### src/verilog/lsq_pkg.sv
// load/store queue shared definitions
// widths, payload types and the opcode and state encodings

package lsq_pkg;

	//////////////////////////////////////////////////////////////////////
	// widths

	localparam int DATA_W    = 64;    // address and data word
	localparam int PRF_TAG_W = 6;     // physical register tag
	localparam int ROB_IDX_W = 5;     // reorder buffer slot

	typedef logic [DATA_W-1:0]    data_t;
	typedef logic [PRF_TAG_W-1:0] prf_tag_t;
	typedef logic [ROB_IDX_W-1:0] rob_idx_t;

	//////////////////////////////////////////////////////////////////////
	// encodings

	// dispatch opcode, one op per cycle
	typedef enum logic [1:0] {
		OP_NONE  = 2'd0,
		OP_LOAD  = 2'd1,
		OP_STORE = 2'd2
	} lsq_op_e;

	// load entry life cycle
	typedef enum logic [2:0] {
		LD_FREE   = 3'd0,    // empty
		LD_ADDR   = 3'd1,    // offset tag not yet broadcast
		LD_SEARCH = 3'd2,    // address known, checking older stores
		LD_MEM    = 3'd3,    // read outstanding
		LD_DATA   = 3'd4,    // data held, waiting for the result port
		LD_DROP   = 3'd5     // flushed with a read in flight
	} ld_state_e;

	// store search outcome for one load
	typedef enum logic [1:0] {
		FWD_NONE = 2'd0,    // no older match, go to memory
		FWD_HIT  = 2'd1,    // forwarded data valid
		FWD_WAIT = 2'd2     // unknown address or data, retry
	} fwd_e;

endpackage

### src/verilog/store_queue.sv
// store queue
// program-order store buffer, operands woken by the data bus,
// head written to memory on commit, flushed back to head on mispredict

`timescale 1ns/1ns

module store_queue import lsq_pkg::*; #(
	parameter int SQ_SIZE = 8,
	localparam int PTR_W = $clog2(SQ_SIZE) + 1    // one wrap bit
) (
	input  logic                clock,
	input  logic                reset,
	input  logic                dispatch_store,
	input  data_t               dispatch_base,
	input  data_t               dispatch_offset,
	input  logic                dispatch_offset_valid,
	input  data_t               dispatch_store_data,
	input  logic                dispatch_store_data_valid,
	input  rob_idx_t            dispatch_rob_idx,
	input  logic                cdb_valid,
	input  prf_tag_t            cdb_tag,
	input  data_t               cdb_value,
	input  logic                commit_valid,
	input  rob_idx_t            commit_rob_idx,
	input  logic                mispredict,
	output data_t [SQ_SIZE-1:0] sq_addr,          // base until the offset lands
	output logic  [SQ_SIZE-1:0] sq_addr_valid,
	output data_t [SQ_SIZE-1:0] sq_data,          // tag in low bits until valid
	output logic  [SQ_SIZE-1:0] sq_data_valid,
	output logic  [SQ_SIZE-1:0] sq_entry_valid,
	output logic  [PTR_W-1:0]   sq_head,
	output logic  [PTR_W-1:0]   sq_tail,
	output logic                mem_store_valid,
	output data_t               mem_store_addr,
	output data_t               mem_store_data,
	output logic                sq_full
);

	localparam int IDX_W = PTR_W - 1;

	prf_tag_t [SQ_SIZE-1:0] off_tag;      // offset tag per entry
	rob_idx_t [SQ_SIZE-1:0] rob_idx;
	logic     [SQ_SIZE-1:0] addr_wake;    // offset broadcast this cycle
	logic     [SQ_SIZE-1:0] data_wake;
	logic     [IDX_W-1:0]   head_idx;
	logic     [IDX_W-1:0]   tail_idx;
	logic     [PTR_W-1:0]   head_next;
	logic                   do_dispatch;
	logic                   commit_hit;
	logic                   off_cdb_hit;    // operand on the bus in the dispatch cycle
	logic                   data_cdb_hit;

	assign head_idx = sq_head[IDX_W-1:0];
	assign tail_idx = sq_tail[IDX_W-1:0];
	assign sq_full = (head_idx == tail_idx) && (sq_head[IDX_W] != sq_tail[IDX_W]);
	assign do_dispatch = dispatch_store && !mispredict;    // dropped on flush
	assign commit_hit = commit_valid && sq_entry_valid[head_idx]
		&& (rob_idx[head_idx] == commit_rob_idx);
	assign head_next = commit_hit ? sq_head + 1'b1 : sq_head;

	assign off_cdb_hit = !dispatch_offset_valid && cdb_valid
		&& (cdb_tag == dispatch_offset[PRF_TAG_W-1:0]);
	assign data_cdb_hit = !dispatch_store_data_valid && cdb_valid
		&& (cdb_tag == dispatch_store_data[PRF_TAG_W-1:0]);

	// tag match against waiting entries
	always_comb begin
		for (int i = 0; i < SQ_SIZE; i++) begin
			addr_wake[i] = cdb_valid && sq_entry_valid[i] && !sq_addr_valid[i]
				&& (off_tag[i] == cdb_tag);
			data_wake[i] = cdb_valid && sq_entry_valid[i] && !sq_data_valid[i]
				&& (sq_data[i][PRF_TAG_W-1:0] == cdb_tag);
		end
	end

	//////////////////////////////////////////////////////////////////////
	// pointers and flags

	always_ff @(posedge clock) begin
		if (reset) begin
			sq_head <= '0;
			sq_tail <= '0;
			sq_entry_valid <= '0;
			sq_addr_valid <= '0;
			sq_data_valid <= '0;
			mem_store_valid <= 1'b0;
		end else begin
			mem_store_valid <= commit_hit;    // one cycle after commit
			sq_head <= head_next;
			sq_addr_valid <= sq_addr_valid | addr_wake;
			sq_data_valid <= sq_data_valid | data_wake;
			if (commit_hit)
				sq_entry_valid[head_idx] <= 1'b0;
			if (mispredict) begin
				sq_tail <= head_next;    // everything uncommitted goes
				sq_entry_valid <= '0;
			end else if (do_dispatch) begin
				sq_tail <= sq_tail + 1'b1;
				sq_entry_valid[tail_idx] <= 1'b1;
				sq_addr_valid[tail_idx] <= dispatch_offset_valid || off_cdb_hit;
				sq_data_valid[tail_idx] <= dispatch_store_data_valid || data_cdb_hit;
			end
		end
	end

	//////////////////////////////////////////////////////////////////////
	// entry payload and store write

	always_ff @(posedge clock) begin
		if (commit_hit) begin
			mem_store_addr <= sq_addr[head_idx];
			mem_store_data <= sq_data[head_idx];
		end
		for (int i = 0; i < SQ_SIZE; i++) begin
			if (addr_wake[i])
				sq_addr[i] <= sq_addr[i] + cdb_value;    // base + offset
			if (data_wake[i])
				sq_data[i] <= cdb_value;
		end
		if (do_dispatch) begin
			if (dispatch_offset_valid)
				sq_addr[tail_idx] <= dispatch_base + dispatch_offset;
			else if (off_cdb_hit)
				sq_addr[tail_idx] <= dispatch_base + cdb_value;
			else
				sq_addr[tail_idx] <= dispatch_base;    // hold base, add later
			sq_data[tail_idx] <= data_cdb_hit ? cdb_value : dispatch_store_data;
			off_tag[tail_idx] <= dispatch_offset[PRF_TAG_W-1:0];
			rob_idx[tail_idx] <= dispatch_rob_idx;
		end
	end

	// rob only commits the head store, once both operands were broadcast
	a_commit_ready: assert property (@(posedge clock) disable iff (reset)
		commit_valid |-> commit_hit && sq_addr_valid[head_idx] && sq_data_valid[head_idx]);

	// dispatch holds off while full
	a_no_overflow: assert property (@(posedge clock) disable iff (reset)
		dispatch_store |-> !sq_full);

endmodule
### config.mk
export PLATFORM = sky130hd
export DESIGN_NAME = store_queue
export DESIGN_NICKNAME = d
export VERILOG_FILES = /design/src/verilog/lsq_pkg.sv /design/src/verilog/store_queue.sv
export SDC_FILE = /design/constraint.sdc
export NUM_CORES = 2
export LEC_CHECK = 0
export BUFFER_PORTS_ARGS = -buffer_cell sky130_fd_sc_hd__clkbuf_2
export CORE_AREA = 5 5 563 565
export CTS_CLUSTER_DIAMETER = 50
export DETAILED_ROUTE_END_ITERATION = 8
export DIE_AREA = 0 0 568 570
export PLACE_DENSITY_LB_ADDON = 0.25
export SLEW_MARGIN = 25
export SYNTH_ARGS = -nofsm -noshare
export SYNTH_HDL_FRONTEND = slang
export SYNTH_SLANG_ARGS = --single-unit
### constraint.sdc
create_clock -name clock -period 7.2 [get_ports clock]
set_input_delay 0 -clock clock [delete_from_list [all_inputs] [get_ports clock]]
set_output_delay 0 -clock clock [all_outputs]
set_load 0.005 [all_outputs]
* After elaboration in Yosys (flattened, before gate mapping) *
Cells that the tools add are included.

cells by class
  bitwise logic cells = 5
  mux-type cells = 57
  add/sub/neg operators = 12
  equality and inequality tests = 21
  $lt $le $gt $ge = 4
  reduce and logical (&&, ||, !) cells = 73

operators by type and width
  cell                 count
  $bwmux 512           4
  $mux 512             4
  $mux 64              20
  $add 64x64->64       10
  $bmux 64 s3          2
  $demux 64 s3         1
  $eq 6x6->1           18
  $mux 8               7
  $logic_and 1x1->1    50
  $bwmux 48            1
  $bwmux 40            1
  $or 8x8->8           3
  $logic_not 1->1      19
  $demux 6 s3          1
  $bwmux 8             2
  $bmux 5 s3           1
  $demux 5 s3          1
  $mux 4               3
  $mux 5               2
  $add 4x1->4 const B  2
  $and 8x8->8          1
  $lt 3x4->1 const B   2
  $not 8->8            1
  $demux 1 s3          2
  other kinds (10)     14

word-level totals
  logic and storage cells = 212
  output and inout port bits = 1186
  register bits after elaboration = 1273

* Logic depth before layout (Yosys ltp) *
  depth in word-level cells = 10
  depth in mapped cells = 14

* Least setup slack after synthesis *
Ideal clock, no wire load.

  path type = register -> register
  start point = register sq_head[0]
  end point = register sq_tail[3]
  cell stages (with the launch flop) = 11
  setup time = 86 ps
  clock period less this slack = 5751 ps
  path buffers = 1
  data required time = 7114 ps
  setup slack = 1449 ps
  arrival time = 5666 ps
  path through = dfxtp_1 buf_1 mux4_2 mux2i_1 xnor2_1 nor4_1 nand4_1 inv_1 nand4_1 xor2_1 a211oi_1

between the ends
  cells in the longest elaborated chain, start to end = 6
  elaborated cells between the ends (all ways) = 10

ends and longest elaborated chain
  what                                                    RTL line                              text
  from (decl)                                             store_queue.sv:31                     output logic [PTR_W-1:0] sq_head,
  from (signal assigned)                                  store_queue.sv:89                     sq_head <= head_next;
  $bmux 5 s3 or $bmux 1 s3 (tied branches)                store_queue.sv:58, store_queue.sv:57
  $mux 5 (implied by the code) or $mux 1 (tied branches)  store_queue.sv:58, store_queue.sv:57
  $eq 5x5->1 or $logic_and 1x1->1 (tied branches)         store_queue.sv:58, store_queue.sv:57
  $logic_and 1x1->1 *                                     store_queue.sv:58                     && (rob_idx[head_idx] == commit_rob_idx);
  named net commit_hit                                    store_queue.sv:49                     logic commit_hit;
  $mux 4 *                                                store_queue.sv:59                     assign head_next = commit_hit ? sq_head + 1'b1 : sq_head;
  $mux 4 *                                                store_queue.sv:94                     if (mispredict) begin
  to (signal assigned)                                    store_queue.sv:95                     sq_tail <= head_next;
  to (signal assigned)                                    store_queue.sv:98                     sq_tail <= sq_tail + 1'b1;
  to (decl)                                               store_queue.sv:32                     output logic [PTR_W-1:0] sq_tail,

Mark *: on every way through the listed nets, which the timed path passes. The rest lies on a longest branch. The select of a mux whose other input is x is not followed.
A chain may end at the register's enable or synchronous reset.

* Worst setup path after layout *
  start point = register sq_addr[192] in the netlist's numbering
  end point = register sq_addr[240] in the netlist's numbering

between the ends
  cells in the longest elaborated chain, start to end = 6
  elaborated cells between the ends (all ways) = 8

ends and longest elaborated chain
  what                               RTL line                                text
  from (decl)                        store_queue.sv:26                       output data_t [SQ_SIZE-1:0] sq_addr,
  from (signal, indexed assignment)  store_queue.sv:116                      sq_addr[i] <= sq_addr[i] + cdb_value;
  from (signal, indexed assignment)  store_queue.sv:122                      sq_addr[tail_idx] <= dispatch_base + dispatch_offset;
  from (signal, indexed assignment)  store_queue.sv:124                      sq_addr[tail_idx] <= dispatch_base + cdb_value;
  $add 64x64->64 *                   store_queue.sv:116
  $mux 64 *                          store_queue.sv:115                      if (addr_wake[i])
  $bwmux 512 (on tied branches)      store_queue.sv:126, store_queue.sv:124
  $mux 512                           store_queue.sv:123                      else if (off_cdb_hit)
  $mux 512                           store_queue.sv:121                      if (dispatch_offset_valid)
  $mux 512 *                         store_queue.sv:120                      if (do_dispatch) begin

Every way passes the cells marked *; elsewhere a longest branch is shown, timed or not.

==> reports/metrics.cfg <==
[logic_synthesis]
synth.distinct_cells = 97
synth_edf_count = 216
ys.flop_type = dfxtp_1
synth_fp_nets = 12500
netlist_area_mm2 = 0.0934
yosysSeqAreaShare = 0.296
synth.avg_cell_area_um2 = 8.08
synth-seq-cells = 1273
yosys_warnings = 0
async_reset_ff_frac = 0
syn_inst = 11600

[finish]
fillCellCount = 33000
fin_nets = 13800
drive_gt1_frac = 0.197
regArea_mm2 = 0.0277
fin_cells = 17200
multiInputGateArea_mm2 = 0.0623
synthToLayoutAreaGrowth_pct = 22.3

[clock_network]
cts_num_sinks = 1273
cts_inserted_buffers = 193
tritoncts = built
clockRootBuffer = clkbuf_16
clk_pin_slew_ps = 60
clock_path_buffers = 4
worstSkewPairLatency_ps = 890
cts.htree.levels = 4
cts_resized = 0

[sta]
rsz0062_at_grt = no
finalHoldViolations = 0
skew_ps = 110
relSlewSlack = 0.164
timing.final.crit_share = 0.727
setup_viol = 0
period_minus_slack_ps = 5230
holdWs_ps = 13.6
final_max_slew_viol_count = 0
fmax_mhz = 191
max_slew.worst_pin.slew_ps = 1250
tns_ps = 0

[critical_path]
crit_slowest_cell = o41ai_1
crit_path_frequent_cell = nor2_1
arrival_ps = 5930
startpoint_type = register
path_depth = 15
required_ps = 7900
critical_path_class = reg -> reg
r2r_slack_ps = 1970
r2r_start = sq_addr[192]
endpoint_kind = register
startpoint = sq_addr[192]
crit_end = sq_addr[240]
cp_max_fo = 4
crit_family = compound AO/OA/AOI/OAI gates
reg2reg_depth = 15
r2r_end = sq_addr[240]
worst_path_largest_cell_delay_ps = 810
critPathBufInv = 1
cp_cell_sequence = ha_1 -> fa_1 -> a211oi_1 -> nor2_1 -> o31ai_1 -> nand2_1 -> o41ai_1 -> o21ai_1 -> a31oi_1 -> o21a_1 -> xor2_1 -> nor2_1 -> a21oi_1 -> o221ai_1 -> dlygate4sd3_1

[min_path]
hold_path_class = in -> reg

[route]
wl_mm = 602
viasPerCell = 5.96
wl_per_cell_um = 35.0
post-route-drc-count = 0
antenna_left = 0
num_vias = 102000
drt-initial-drc-count = 11900
first_pass_iters = 6

[global_routing]
grt_max_degree = 128
grt_pass1_wl_mm = 796
antenna_found_initial = 40
grt_pass1_vias = 92600
overflow = 0
grt_usage = 0.351

[placement]
dpl.hpwl_mm = 484
routabilityCongestion = 1.01
io_buffers = 1465
placed_cells = 16500

[floorplan]
ios = 1466
start_util = 0.301
rows = 205
core_region_area_mm2 = 0.311
die_h_um = 570
die_area_mm2 = 0.324
chipWidth_um = 568

[status]
outcome = finished, final reports clean

[pwr]
power_density_mw_per_mm2 = 311
vdd.ir_drop.worst_mv = 0.243
leakage_nw = 48.2

[flow_run]
drv_cap = 0

cells in the final DEF (no fill, tap or decap), drive strengths merged, types with 127 or more instances in the layout:
| cell | count |
|---|---|
| a21o | 391 |
| a31oi | 127 |
| mux4 | 268 |
| nand3 | 179 |
| nand4 | 181 |
| dlygate4sd3 | 290 |
| a21oi | 1164 |
| mux2 | 135 |
| a211oi | 284 |
| nand2 | 884 |
| inv | 184 |
| o22ai | 535 |
| nor2 | 1820 |
| o21ai | 672 |
| dfxtp | 1057 |
| buf | 214 |
| ha | 632 |
| edfxtp | 216 |
| xnor2 | 397 |
| nor3 | 170 |
| xor2 | 285 |
| clkbuf | 1697 |
worst min-delay path by stage:
stage	slack, ps	end	cells after the start	from
after global placement	300	rob_idx[17]	1	dispatch_rob_idx[2]
after floorplan	100	off_tag[0]	0	dispatch_offset[0]
after CTS	0.9	sq_data[427]	4	dispatch_store_data[43]
after global routing	3	sq_data[482]	4	cdb_value[34]
final	10	sq_data[356]	3	cdb_value[36]
after detailed placement	290	rob_idx[17]	1	dispatch_rob_idx[2]
cell families (layout without fill, tap and decap cells):
family,count (synthesis),in the layout,share of synthesized area
mux,441,441,0.0849
other cells,0,24,0
xor+xnor,682,682,0.0639
flops,1273,1273,0.296
buf+inv,1019,2468,0.0418
compound gates,3820,3820,0.255
fa+ha+maj,642,642,0.0868
simple gates,3688,3688,0.172
per-layer routing:
metal | wire, um | GRT usage
met4 | 45600 | 0.215
met2 | 226000 | 0.466
met3 | 85600 | 0.158
met5 | 533 | 0.00997
met1 | 244000 | 0.459
registers in the layout, summed over array words and instances, names as in the netlist:
| name | count |
|---|---|
| mem_store_addr | 64 |
| mem_store_data | 64 |
| mem_store_valid | 1 |
| off_tag | 48 |
| rob_idx | 40 |
| sq_addr | 512 |
| sq_addr_valid | 8 |
| sq_data | 512 |
| sq_data_valid | 8 |
| sq_entry_valid | 8 |
| sq_head | 4 |
| sq_tail | 4 |
power breakdown:
group	internal, mW	leakage [nW]	switching [mW]
Sequential	8.63	10.7	2.07
Combinational	5.63	34.3	9.38
Clock	5.91	3.18	3.93
Total	20.2	48.2	15.4
stage by stage:
step           total power [mW]  utilization  instance area (um2)  setup WS [ps]
6_report                   35.5        0.367               114000           1970
5_1_grt                    36.9        0.367               114000           1730
4_1_cts                    35.0        0.367               114000           2110
3_5_place_dp               25.0        0.337               105000           2070
3_3_place_gp               25.0        0.337               105000           1900
2_1_floorplan              18.0            -                93400           1450
what timing repair did:
item / CTS / global route
endpoints found under the setup margin: 0 / 0
buffers inserted: 0 / 0
hold buffers: 290 / 0
hold endpoints to repair: 1060 / 0
worst register-to-register path: stages, from the launching register on:
cell and delay, ps:
dfxtp_1 380, ha_1 270, fa_1 440, a211oi_1 290, nor2_1 130, o31ai_1 330
nand2_1 170, o41ai_1 810, o21ai_1 440, a31oi_1 420, o21a_1 300, xor2_1 200
nor2_1 60, a21oi_1 140, o221ai_1 140, dlygate4sd3_1 610
cell usage after synthesis, types with 23 or more instances:
cell,number,area [um2]
a211oi_1,282,2120
a21boi_0,32,240
a21o_1,391,2940
a21oi_1,1161,5810
a221oi_1,44,385
a22oi_1,24,180
a31oi_1,127,795
and2_1,35,219
and3_1,92,576
buf_1,118,443
clkbuf_1,680,2550
clkbuf_2,63,315
dfxtp_1,1057,21200
edfxtp_1,216,6490
ha_1,632,7910
inv_1,152,571
mux2_2,135,1520
mux2i_1,38,380
mux4_2,268,6040
nand2_1,884,3320
nand2b_1,67,419
nand3_1,179,896
nand4_1,181,1130
nor2_1,1820,6830
nor2b_1,54,338
nor3_1,169,846
nor4_1,43,269
o211a_1,23,230
o211ai_1,78,586
o21a_1,77,578
o21ai_0,642,3210
o21ai_1,30,150
o21bai_1,112,841
o22ai_1,535,3350
o31ai_1,49,368
or2_2,39,244
or3_1,38,238
xnor2_1,397,3480
xor2_1,285,2500
area by class of cell:
type	instances	area share
Timing Repair Buffer	1968	0.104
Tap cell	4140	0.0453
Clock buffer	233	0.0454
Sequential cell	1273	0.242
Multi-Input combinational cell	9273	0.546
Clock inverter	113	0.0119
Inverter	154	0.00524
Antenna cell	24	0.000526
Note: power is estimated with default switching activity, not from simulation.
